<file path="src/source/cache_pkg.sv">
`default_nettype none

package cache_pkg;

  // geometry
  localparam int ADDR_W     = 32;
  localparam int DATA_W     = 32;
  localparam int STRB_W     = 4;
  localparam int WAY_CNT    = 2;
  localparam int SET_CNT    = 16;
  localparam int LINE_WORDS = 4;

  // address split into tag, index, word and byte
  localparam int OFS_W  = $clog2(STRB_W);
  localparam int WORD_W = $clog2(LINE_WORDS);
  localparam int IDX_W  = $clog2(SET_CNT);
  localparam int TAG_W  = ADDR_W - IDX_W - WORD_W - OFS_W;

  typedef logic [$clog2(WAY_CNT)-1:0] way_sel_t;
  typedef logic [IDX_W-1:0]           idx_t;
  typedef logic [TAG_W-1:0]           tag_t;
  typedef logic [WORD_W-1:0]          word_sel_t;

  typedef enum logic [2:0] {
    IDLE    = 3'd0,
    WB_ADR  = 3'd1,
    WB_DAT  = 3'd2,
    RF_ADR  = 3'd3,
    RF_DAT  = 3'd4,
    TAG_UPD = 3'd5
  } ctrl_state_t;

endpackage

`default_nettype wire

</file>
<file path="src/source/cache_way.sv">
`timescale 1ns/10ps
`default_nettype none

module cache_way (
  input  logic                        clk,
  input  logic                        rst_n,
  // access port
  input  cache_pkg::idx_t             acc_idx_i,
  input  cache_pkg::word_sel_t        acc_word_i,
  input  logic                        acc_we_i,
  input  logic [cache_pkg::DATA_W-1:0] acc_wdata_i,
  input  logic [cache_pkg::STRB_W-1:0] acc_strb_i,
  output cache_pkg::tag_t             acc_tag_o,
  output logic                        acc_valid_o,
  output logic [cache_pkg::DATA_W-1:0] acc_rdata_o,
  // line port
  input  cache_pkg::idx_t             ln_idx_i,
  input  cache_pkg::word_sel_t        ln_word_i,
  input  logic                        ln_fill_we_i,
  input  logic [cache_pkg::DATA_W-1:0] ln_fill_data_i,
  input  logic                        ln_tag_we_i,
  input  cache_pkg::tag_t             ln_tag_i,
  output cache_pkg::tag_t             ln_tag_o,
  output logic                        ln_valid_o,
  output logic                        ln_dirty_o,
  output logic [cache_pkg::DATA_W-1:0] ln_rdata_o
);

  cache_pkg::tag_t              tag_q   [cache_pkg::SET_CNT];
  logic [cache_pkg::SET_CNT-1:0] valid_q;
  logic [cache_pkg::SET_CNT-1:0] dirty_q;
  logic [cache_pkg::DATA_W-1:0]  data_q  [cache_pkg::SET_CNT][cache_pkg::LINE_WORDS];

  always_ff @(posedge clk) begin
    if (!rst_n) begin
      valid_q <= '0;
      dirty_q <= '0;
    end else if (ln_tag_we_i) begin
      valid_q[ln_idx_i] <= 1'b1;
      dirty_q[ln_idx_i] <= 1'b0;
    end else if (acc_we_i) begin
      dirty_q[acc_idx_i] <= 1'b1;
    end
  end

  always_ff @(posedge clk) begin
    if (ln_tag_we_i) begin
      tag_q[ln_idx_i] <= ln_tag_i;
    end
    if (ln_fill_we_i) begin
      data_q[ln_idx_i][ln_word_i] <= ln_fill_data_i;
    end
    // byte merge on hit writes
    if (acc_we_i) begin
      for (int b = 0; b < cache_pkg::STRB_W; b++) begin
        if (acc_strb_i[b]) begin
          data_q[acc_idx_i][acc_word_i][8*b +: 8] <= acc_wdata_i[8*b +: 8];
        end
      end
    end
  end

  assign acc_tag_o   = tag_q[acc_idx_i];
  assign acc_valid_o = valid_q[acc_idx_i];
  assign acc_rdata_o = data_q[acc_idx_i][acc_word_i];

  assign ln_tag_o    = tag_q[ln_idx_i];
  assign ln_valid_o  = valid_q[ln_idx_i];
  assign ln_dirty_o  = dirty_q[ln_idx_i];
  assign ln_rdata_o  = data_q[ln_idx_i][ln_word_i];

endmodule

`default_nettype wire

</file>
<file path="src/source/hit_access.sv">
`timescale 1ns/10ps
`default_nettype none

module hit_access (
  input  logic                                             clk,
  input  logic                                             rst_n,
  input  logic                                             cpu_valid_i,
  input  logic                                             cpu_we_i,
  input  logic [cache_pkg::ADDR_W-1:0]                      cpu_addr_i,
  input  logic [cache_pkg::DATA_W-1:0]                      cpu_wdata_i,
  input  logic [cache_pkg::STRB_W-1:0]                      cpu_strb_i,
  output logic                                             cpu_ready_o,
  output logic                                             resp_valid_o,
  output logic [cache_pkg::DATA_W-1:0]                      resp_rdata_o,
  // way side
  input  cache_pkg::tag_t [cache_pkg::WAY_CNT-1:0]          way_tag_i,
  input  logic [cache_pkg::WAY_CNT-1:0]                     way_valid_i,
  input  logic [cache_pkg::WAY_CNT-1:0][cache_pkg::DATA_W-1:0] way_rdata_i,
  output cache_pkg::idx_t                                  acc_idx_o,
  output cache_pkg::word_sel_t                             acc_word_o,
  output logic [cache_pkg::WAY_CNT-1:0]                     acc_we_o,
  output logic [cache_pkg::DATA_W-1:0]                      acc_wdata_o,
  output logic [cache_pkg::STRB_W-1:0]                      acc_strb_o,
  // refill side
  output logic                                             miss_req_o,
  output cache_pkg::idx_t                                  miss_idx_o,
  output cache_pkg::tag_t                                  miss_tag_o,
  input  logic                                             fill_done_i
);

  localparam int IDX_LSB = cache_pkg::OFS_W + cache_pkg::WORD_W;

  logic                         held_q;
  logic                         miss_q;
  logic                         resp_valid_q;
  logic [cache_pkg::DATA_W-1:0] resp_rdata_q;
  logic                         req_we_q;
  cache_pkg::tag_t              req_tag_q;
  cache_pkg::idx_t              req_idx_q;
  cache_pkg::word_sel_t         req_word_q;
  logic [cache_pkg::DATA_W-1:0] req_wdata_q;
  logic [cache_pkg::STRB_W-1:0] req_strb_q;

  logic                          accept;
  logic                          lookup;
  logic [cache_pkg::WAY_CNT-1:0] hit_way;
  logic                          hit_any;
  logic [cache_pkg::DATA_W-1:0]  hit_rdata;

  assign cpu_ready_o = !held_q;
  assign accept      = cpu_valid_i && cpu_ready_o;
  // no lookup while a refill is pending
  assign lookup      = held_q && !miss_q;

  always_comb begin
    hit_rdata = '0;
    for (int w = 0; w < cache_pkg::WAY_CNT; w++) begin
      hit_way[w] = way_valid_i[w] && (way_tag_i[w] == req_tag_q);
      if (hit_way[w]) begin
        hit_rdata = hit_rdata | way_rdata_i[w];
      end
    end
  end

  assign hit_any = |hit_way;

  always_ff @(posedge clk) begin
    if (!rst_n) begin
      held_q       <= 1'b0;
      miss_q       <= 1'b0;
      resp_valid_q <= 1'b0;
    end else begin
      resp_valid_q <= 1'b0;
      if (accept) begin
        held_q <= 1'b1;
      end else if (lookup && hit_any) begin
        held_q       <= 1'b0;
        resp_valid_q <= 1'b1;
      end
      if (lookup && !hit_any) begin
        miss_q <= 1'b1;
      end else if (fill_done_i) begin
        miss_q <= 1'b0;
      end
    end
  end

  always_ff @(posedge clk) begin
    if (accept) begin
      req_we_q    <= cpu_we_i;
      req_tag_q   <= cpu_addr_i[cache_pkg::ADDR_W-1 -: cache_pkg::TAG_W];
      req_idx_q   <= cpu_addr_i[IDX_LSB +: cache_pkg::IDX_W];
      req_word_q  <= cpu_addr_i[cache_pkg::OFS_W +: cache_pkg::WORD_W];
      req_wdata_q <= cpu_wdata_i;
      req_strb_q  <= cpu_strb_i;
    end
    if (lookup) begin
      resp_rdata_q <= hit_rdata;
    end
  end

  assign acc_idx_o   = req_idx_q;
  assign acc_word_o  = req_word_q;
  assign acc_wdata_o = req_wdata_q;
  assign acc_strb_o  = req_strb_q;
  assign acc_we_o    = (lookup && req_we_q) ? hit_way : '0;

  assign resp_valid_o = resp_valid_q;
  assign resp_rdata_o = resp_rdata_q;

  assign miss_req_o = miss_q;
  assign miss_idx_o = req_idx_q;
  assign miss_tag_o = req_tag_q;

endmodule

`default_nettype wire

</file>
<file path="src/source/line_refill_ctrl.sv">
`timescale 1ns/10ps
`default_nettype none

module line_refill_ctrl (
  input  logic                                             clk,
  input  logic                                             rst_n,
  input  logic                                             miss_req_i,
  input  cache_pkg::idx_t                                  miss_idx_i,
  input  cache_pkg::tag_t                                  miss_tag_i,
  output logic                                             fill_done_o,
  // way side
  output cache_pkg::idx_t                                  ln_idx_o,
  output cache_pkg::word_sel_t                             ln_word_o,
  output logic [cache_pkg::WAY_CNT-1:0]                     ln_fill_we_o,
  output logic [cache_pkg::DATA_W-1:0]                      ln_fill_data_o,
  output logic [cache_pkg::WAY_CNT-1:0]                     ln_tag_we_o,
  output cache_pkg::tag_t                                  ln_tag_o,
  input  cache_pkg::tag_t [cache_pkg::WAY_CNT-1:0]          way_tag_i,
  input  logic [cache_pkg::WAY_CNT-1:0]                     way_valid_i,
  input  logic [cache_pkg::WAY_CNT-1:0]                     way_dirty_i,
  input  logic [cache_pkg::WAY_CNT-1:0][cache_pkg::DATA_W-1:0] way_rdata_i,
  // bus side
  output logic                                             bus_avalid_o,
  output logic                                             bus_awrite_o,
  output logic [cache_pkg::ADDR_W-1:0]                      bus_addr_o,
  input  logic                                             bus_aready_i,
  output logic                                             bus_wvalid_o,
  output logic [cache_pkg::DATA_W-1:0]                      bus_wdata_o,
  output logic                                             bus_wlast_o,
  input  logic                                             bus_wready_i,
  input  logic                                             bus_rvalid_i,
  input  logic [cache_pkg::DATA_W-1:0]                      bus_rdata_i,
  input  logic                                             bus_rlast_i
);

  localparam int LINE_OFS_W = cache_pkg::WORD_W + cache_pkg::OFS_W;

  cache_pkg::ctrl_state_t state_q;
  cache_pkg::way_sel_t    victim_q;
  cache_pkg::way_sel_t    victim_next;
  cache_pkg::word_sel_t   beat_q;
  logic                   last_beat;
  logic                   victim_dirty;

  logic [cache_pkg::ADDR_W-1:0] wb_addr;
  logic [cache_pkg::ADDR_W-1:0] rf_addr;

  // rotating replacement names the stepped value as victim
  assign victim_next  = victim_q + 1'b1;
  assign victim_dirty = way_valid_i[victim_next] && way_dirty_i[victim_next];
  assign last_beat    = (beat_q == cache_pkg::word_sel_t'(cache_pkg::LINE_WORDS - 1));

  always_ff @(posedge clk) begin
    if (!rst_n) begin
      state_q  <= cache_pkg::IDLE;
      victim_q <= '0;
      beat_q   <= '0;
    end else begin
      case (state_q)
        cache_pkg::IDLE: begin
          beat_q <= '0;
          if (miss_req_i) begin
            victim_q <= victim_next;
            if (victim_dirty) begin
              state_q <= cache_pkg::WB_ADR;
            end else begin
              state_q <= cache_pkg::RF_ADR;
            end
          end
        end
        cache_pkg::WB_ADR: begin
          if (bus_aready_i) begin
            state_q <= cache_pkg::WB_DAT;
          end
        end
        cache_pkg::WB_DAT: begin
          if (bus_wready_i) begin
            beat_q <= beat_q + 1'b1;
            if (last_beat) begin
              state_q <= cache_pkg::RF_ADR;
            end
          end
        end
        cache_pkg::RF_ADR: begin
          if (bus_aready_i) begin
            state_q <= cache_pkg::RF_DAT;
          end
        end
        cache_pkg::RF_DAT: begin
          // beats only advance on rvalid
          if (bus_rvalid_i) begin
            beat_q <= beat_q + 1'b1;
            if (bus_rlast_i) begin
              state_q <= cache_pkg::TAG_UPD;
            end
          end
        end
        default: begin
          state_q <= cache_pkg::IDLE;
        end
      endcase
    end
  end

  // old tag stays put in the way until TAG_UPD
  assign wb_addr = {way_tag_i[victim_q], miss_idx_i, {LINE_OFS_W{1'b0}}};
  assign rf_addr = {miss_tag_i, miss_idx_i, {LINE_OFS_W{1'b0}}};

  assign bus_avalid_o = (state_q == cache_pkg::WB_ADR) || (state_q == cache_pkg::RF_ADR);
  assign bus_awrite_o = (state_q == cache_pkg::WB_ADR);
  assign bus_addr_o   = (state_q == cache_pkg::WB_ADR) ? wb_addr : rf_addr;

  assign bus_wvalid_o = (state_q == cache_pkg::WB_DAT);
  assign bus_wdata_o  = way_rdata_i[victim_q];
  assign bus_wlast_o  = (state_q == cache_pkg::WB_DAT) && last_beat;

  assign ln_idx_o       = miss_idx_i;
  assign ln_word_o      = beat_q;
  assign ln_fill_data_o = bus_rdata_i;
  assign ln_tag_o       = miss_tag_i;

  always_comb begin
    ln_fill_we_o = '0;
    ln_tag_we_o  = '0;
    if ((state_q == cache_pkg::RF_DAT) && bus_rvalid_i) begin
      ln_fill_we_o[victim_q] = 1'b1;
    end
    if (state_q == cache_pkg::TAG_UPD) begin
      ln_tag_we_o[victim_q] = 1'b1;
    end
  end

  assign fill_done_o = (state_q == cache_pkg::TAG_UPD);

endmodule

`default_nettype wire

</file>
<file path="src/source/wb_cache_top.sv">
`timescale 1ns/10ps
`default_nettype none

module wb_cache_top (
  input  logic                         clk,
  input  logic                         rst_n,
  // processor side
  input  logic                         cpu_valid_i,
  input  logic                         cpu_we_i,
  input  logic [cache_pkg::ADDR_W-1:0]  cpu_addr_i,
  input  logic [cache_pkg::DATA_W-1:0]  cpu_wdata_i,
  input  logic [cache_pkg::STRB_W-1:0]  cpu_strb_i,
  output logic                         cpu_ready_o,
  output logic                         resp_valid_o,
  output logic [cache_pkg::DATA_W-1:0]  resp_rdata_o,
  // bus side
  output logic                         bus_avalid_o,
  output logic                         bus_awrite_o,
  output logic [cache_pkg::ADDR_W-1:0]  bus_addr_o,
  input  logic                         bus_aready_i,
  output logic                         bus_wvalid_o,
  output logic [cache_pkg::DATA_W-1:0]  bus_wdata_o,
  output logic                         bus_wlast_o,
  input  logic                         bus_wready_i,
  input  logic                         bus_rvalid_i,
  input  logic [cache_pkg::DATA_W-1:0]  bus_rdata_i,
  input  logic                         bus_rlast_i
);

  // access port
  cache_pkg::idx_t                                  acc_idx;
  cache_pkg::word_sel_t                             acc_word;
  logic [cache_pkg::WAY_CNT-1:0]                     acc_we;
  logic [cache_pkg::DATA_W-1:0]                      acc_wdata;
  logic [cache_pkg::STRB_W-1:0]                      acc_strb;
  cache_pkg::tag_t [cache_pkg::WAY_CNT-1:0]          acc_tag;
  logic [cache_pkg::WAY_CNT-1:0]                     acc_valid;
  logic [cache_pkg::WAY_CNT-1:0][cache_pkg::DATA_W-1:0] acc_rdata;

  // line port
  cache_pkg::idx_t                                  ln_idx;
  cache_pkg::word_sel_t                             ln_word;
  logic [cache_pkg::WAY_CNT-1:0]                     ln_fill_we;
  logic [cache_pkg::DATA_W-1:0]                      ln_fill_data;
  logic [cache_pkg::WAY_CNT-1:0]                     ln_tag_we;
  cache_pkg::tag_t                                  ln_tag;
  cache_pkg::tag_t [cache_pkg::WAY_CNT-1:0]          ln_tag_rd;
  logic [cache_pkg::WAY_CNT-1:0]                     ln_valid;
  logic [cache_pkg::WAY_CNT-1:0]                     ln_dirty;
  logic [cache_pkg::WAY_CNT-1:0][cache_pkg::DATA_W-1:0] ln_rdata;

  // miss handoff
  logic            miss_req;
  cache_pkg::idx_t miss_idx;
  cache_pkg::tag_t miss_tag;
  logic            fill_done;

  hit_access u_hit_access (
    .clk          (clk),
    .rst_n        (rst_n),
    .cpu_valid_i  (cpu_valid_i),
    .cpu_we_i     (cpu_we_i),
    .cpu_addr_i   (cpu_addr_i),
    .cpu_wdata_i  (cpu_wdata_i),
    .cpu_strb_i   (cpu_strb_i),
    .cpu_ready_o  (cpu_ready_o),
    .resp_valid_o (resp_valid_o),
    .resp_rdata_o (resp_rdata_o),
    .way_tag_i    (acc_tag),
    .way_valid_i  (acc_valid),
    .way_rdata_i  (acc_rdata),
    .acc_idx_o    (acc_idx),
    .acc_word_o   (acc_word),
    .acc_we_o     (acc_we),
    .acc_wdata_o  (acc_wdata),
    .acc_strb_o   (acc_strb),
    .miss_req_o   (miss_req),
    .miss_idx_o   (miss_idx),
    .miss_tag_o   (miss_tag),
    .fill_done_i  (fill_done)
  );

  for (genvar w = 0; w < cache_pkg::WAY_CNT; w++) begin : g_way
    cache_way u_way (
      .clk            (clk),
      .rst_n          (rst_n),
      .acc_idx_i      (acc_idx),
      .acc_word_i     (acc_word),
      .acc_we_i       (acc_we[w]),
      .acc_wdata_i    (acc_wdata),
      .acc_strb_i     (acc_strb),
      .acc_tag_o      (acc_tag[w]),
      .acc_valid_o    (acc_valid[w]),
      .acc_rdata_o    (acc_rdata[w]),
      .ln_idx_i       (ln_idx),
      .ln_word_i      (ln_word),
      .ln_fill_we_i   (ln_fill_we[w]),
      .ln_fill_data_i (ln_fill_data),
      .ln_tag_we_i    (ln_tag_we[w]),
      .ln_tag_i       (ln_tag),
      .ln_tag_o       (ln_tag_rd[w]),
      .ln_valid_o     (ln_valid[w]),
      .ln_dirty_o     (ln_dirty[w]),
      .ln_rdata_o     (ln_rdata[w])
    );
  end

  line_refill_ctrl u_line_refill_ctrl (
    .clk            (clk),
    .rst_n          (rst_n),
    .miss_req_i     (miss_req),
    .miss_idx_i     (miss_idx),
    .miss_tag_i     (miss_tag),
    .fill_done_o    (fill_done),
    .ln_idx_o       (ln_idx),
    .ln_word_o      (ln_word),
    .ln_fill_we_o   (ln_fill_we),
    .ln_fill_data_o (ln_fill_data),
    .ln_tag_we_o    (ln_tag_we),
    .ln_tag_o       (ln_tag),
    .way_tag_i      (ln_tag_rd),
    .way_valid_i    (ln_valid),
    .way_dirty_i    (ln_dirty),
    .way_rdata_i    (ln_rdata),
    .bus_avalid_o   (bus_avalid_o),
    .bus_awrite_o   (bus_awrite_o),
    .bus_addr_o     (bus_addr_o),
    .bus_aready_i   (bus_aready_i),
    .bus_wvalid_o   (bus_wvalid_o),
    .bus_wdata_o    (bus_wdata_o),
    .bus_wlast_o    (bus_wlast_o),
    .bus_wready_i   (bus_wready_i),
    .bus_rvalid_i   (bus_rvalid_i),
    .bus_rdata_i    (bus_rdata_i),
    .bus_rlast_i    (bus_rlast_i)
  );

endmodule

`default_nettype wire

</file>
<file path="config.mk">
export PLATFORM = sky130hd
export DESIGN_NAME = wb_cache_top
export DESIGN_NICKNAME = d
export VERILOG_FILES = /design/src/source/cache_pkg.sv /design/src/source/cache_way.sv /design/src/source/hit_access.sv /design/src/source/line_refill_ctrl.sv /design/src/source/wb_cache_top.sv
export SDC_FILE = /design/constraint.sdc
export NUM_CORES = 2
export LEC_CHECK = 0
export BUFFER_PORTS_ARGS = -buffer_cell sky130_fd_sc_hd__buf_2
export CORE_ASPECT_RATIO = 1.1
export CORE_MARGIN = 1
export CORE_UTILIZATION = 40
export CTS_CLUSTER_DIAMETER = 30
export DETAILED_ROUTE_END_ITERATION = 7
export REMOVE_ABC_BUFFERS = 1
export SYNTH_ARGS = -nofsm -noshare
export SYNTH_HDL_FRONTEND = slang
export SYNTH_MEMORY_MAX_BITS = 65536
export SYNTH_SLANG_ARGS = --single-unit
</file>
<file path="constraint.sdc">
create_clock -name clk -period 6.1 [get_ports clk]
set_input_delay 1.22 -clock clk [delete_from_list [all_inputs] [get_ports clk]]
set_output_delay 1.22 -clock clk [all_outputs]
set_load 0.005 [all_outputs]
</file>
==> flow_summary.json <==
{
  "pin_count": 210,
  "cts.reportedPaths.clkPinSlew_ns": 0.05,
  "syn_inst": 9206,
  "synth_warnings": 0,
  "r2r_slack_ns": 0.33,
  "path_class": "register to primary output",
  "grtUsageTotal_pct": 22.1,
  "die_w_um": 680,
  "via_count": 104745,
  "worstHoldPathType": "input pin to register",
  "grt_pass1_wl_mm": 801,
  "n_fill_cell": 39519,
  "cts_made_buffers": 928,
  "yosysTopAreaCellShare_pct": 73.7,
  "hp-start": "cpu_addr_i[23]",
  "core_area_mm2": 0.503,
  "dieHeight_um": 748,
  "hold_end": "u_hit_access.miss_tag_o[15]",
  "leakage_nw": 81.7,
  "slew_headroom_pct": 2.46,
  "status": "finished, final reports clean",
  "wire_per_inst_um": 31.4,
  "hold_viol": 0,
  "place_area_mm2": 0.217,
  "grt_max_degree": 129,
  "synth_enable_flop_cells": 4963,
  "dieArea_mm2": 0.509,
  "syn_area_mm2": 0.202,
  "synth_area_leader_cell": "edfxtp_1",
  "final_nets": 10728,
  "rows": 273,
  "syn_area_per_cell_um2": 22.0,
  "final_common_cell": "edfxtp_1",
  "ys_ff_latch": 5040,
  "required_ns": 4.88,
  "root_buffer": "clkbuf_16",
  "rsz0062_at_grt": "yes",
  "max_freq_mhz": 164,
  "start_util_pct": 40.2,
  "grt.overflow.total": 0,
  "maxCapViolations": 0,
  "port_buffers": 203,
  "vias_per_cell": 5.75,
  "min_period_ns": 6.08,
  "clock_path_buffers": 4,
  "antenna_found_initial": 55,
  "dp_worst_setup_slack_ns": 0.464,
  "tns_ns": 0,
  "finalSetupViolations": 0,
  "cts_hold_buf": 0,
  "grt_pass1_vias": 106913,
  "peakVddDrop_mv": 0.356,
  "r2r-end": "g_way[0].u_way.data_q[8][47]",
  "synth_flop_cell": "edfxtp_1",
  "drc": 0,
  "cts_tree": "yes",
  "syn_to_final_growth_pct": 23.5,
  "dp_hpwl_mm": 359,
  "worst_pin_slew_ns": 1.46,
  "critical_path.startpoint_type": "register",
  "htree_levels": 6,
  "setup_slack_ns": 0.0206,
  "worst-path-max-fanout": 24,
  "synthTopCellsByArea": "edfxtp_1 74%, mux4_2 17%, mux2_2 1.3%",
  "yosysUniqueCellTypes": 80,
  "endpoint_kind": "primary output",
  "worstHoldPathCells": 1,
  "drt-initial-drc-count": 11586,
  "reg2regPathDepth": 10,
  "power.density_mw_per_mm2": 389,
  "numClockSinks": 5040,
  "worstSkewPairLatency_ns": 1.14,
  "arrival_ns": 4.86,
  "ant_nets": 0,
  "dr.pass1.iters": 5,
  "drive_gt1_share_pct": 40.7,
  "final_cell_mix": "4963 x edfxtp_1, 1553 x mux4_2, 935 x clkbuf_16",
  "async_flop_share_pct": 0,
  "wl_mm": 572,
  "yosysSeqAreaShare_pct": 74.4,
  "timing.final.crit_share_pct": 99.7,
  "skew_ns": 0.0858,
  "gp_congestion": 0.840,
  "drv_slew": 0,
  "stdcell_area_mm2": 0.250
}
## repair_timing
item / CTS / global route
setup buffers: 11 / 0
cloned: 3 / 1
setup endpoints to repair: 33 / 8
resized for setup: 10 / 8
## metal layers
layer	part of all wire (%)	vias up	global-route usage [%]
li1	-	42339	-
met1	38	55855	29.0
met2	49	5478	36.1
met3	9.4	1059	4.90
met4	3.9	14	8.57
met5	0.013	-	0
## logic make-up after synthesis
family	share of synthesized area, %
compound gates	1.87
xor+xnor	0.194
fa+ha+maj	0.0247
buf+inv	1.58
flops	74.4
mux	19.8
other cells	0.00185
simple gates	2.09
## worst max-delay path: stages, from the launching register on
cell	delay [ns]
dfxtp_4	0.52
buf_16	0.28
buf_12	0.28
buf_4	0.26
mux4_2	0.57
mux4_2	0.57
mux4_2	0.51
nand2_1	0.19
nand2_1	0.23
buf_2	0.19
## through the flow
stage	utilization [%]	cells	power (mW)	hold WS (ns)
5_1_grt	49.7	18186	99.5	0.253
6_report	49.7	18208	97.2	0.274
4_1_cts	49.6	18176	97.7	0.194
3_3_place_gp	43.1	16407	45.2	0.441
2_1_floorplan	-	8596	47.8	0.435
3_5_place_dp	43.1	16407	45.3	0.454
## synth_stat cells (all sizes together) (21+ instances only)
cell,number
mux2i,131
nor2,356
dfxtp,77
a22oi,46
xnor2,25
nor3,24
a21oi,304
edfxtp,4963
nand2,238
buf,238
nand3,54
and3,21
mux2,278
o211ai,31
mux4,1572
clkbuf,365
inv,42
nor4,30
nand4,47
o21ai,91
o21a,34
and2,21
## registers in the layout, summed over array words and instances (netlist names), named ones only
signal / flops
u_hit_access.resp_valid_o: 1
u_line_refill_ctrl.ln_word_o: 2
u_hit_access.held_q: 1
u_hit_access.miss_req_o: 1
u_hit_access.acc_idx_o: 4
g_way.u_way.tag_q: 768
g_way.u_way.data_q: 4096
u_line_refill_ctrl.state_q: 3
u_hit_access.miss_tag_o: 24
u_hit_access.acc_word_o: 2
u_hit_access.acc_strb_o: 4
g_way.u_way.valid_q: 32
u_hit_access.acc_wdata_o: 32
u_hit_access.resp_rdata_o: 32
u_line_refill_ctrl.victim_q: 1
u_hit_access.req_we_q: 1
## final cells by class
class,count,area [um2],share of cell area (%)
inverter,44,189,0.0756
clock inverter,749,9100,3.64
clock buffer,1006,23700,9.47
timing repair buffer,1090,8840,3.54
tap,6737,8430,3.37
sequential,5040,151000,60.3
multi-input combinational,3512,49000,19.6
antenna,30,75.1,0.0300
## report_power, final
group          internal [mW]  switching [mW]
registers               38.1           0.218
logic                   2.63            3.73
clock network           34.1            18.5
total                   74.8            22.4
## worst max-delay path by stage
| stage | end | slack, ns | start | cells after the start |
|---|---|---|---|---|
| floorplan | g_way[1].u_way.data_q[15][32] | -52.81 | register | 8 |
| global placement | g_way[0].u_way.data_q[10][109] | 0.59 | register | 10 |
| detailed placement | g_way[0].u_way.data_q[8][40] | 0.46 | register | 10 |
| CTS | bus_wdata_o[29] | 0.004 | register | 9 |
| global route | bus_wdata_o[9] | -0.02 | register | 10 |
| finish | bus_wdata_o[25] | 0.02 | register | 9 |
No activity file was read; power rests on OpenSTA's default activity.
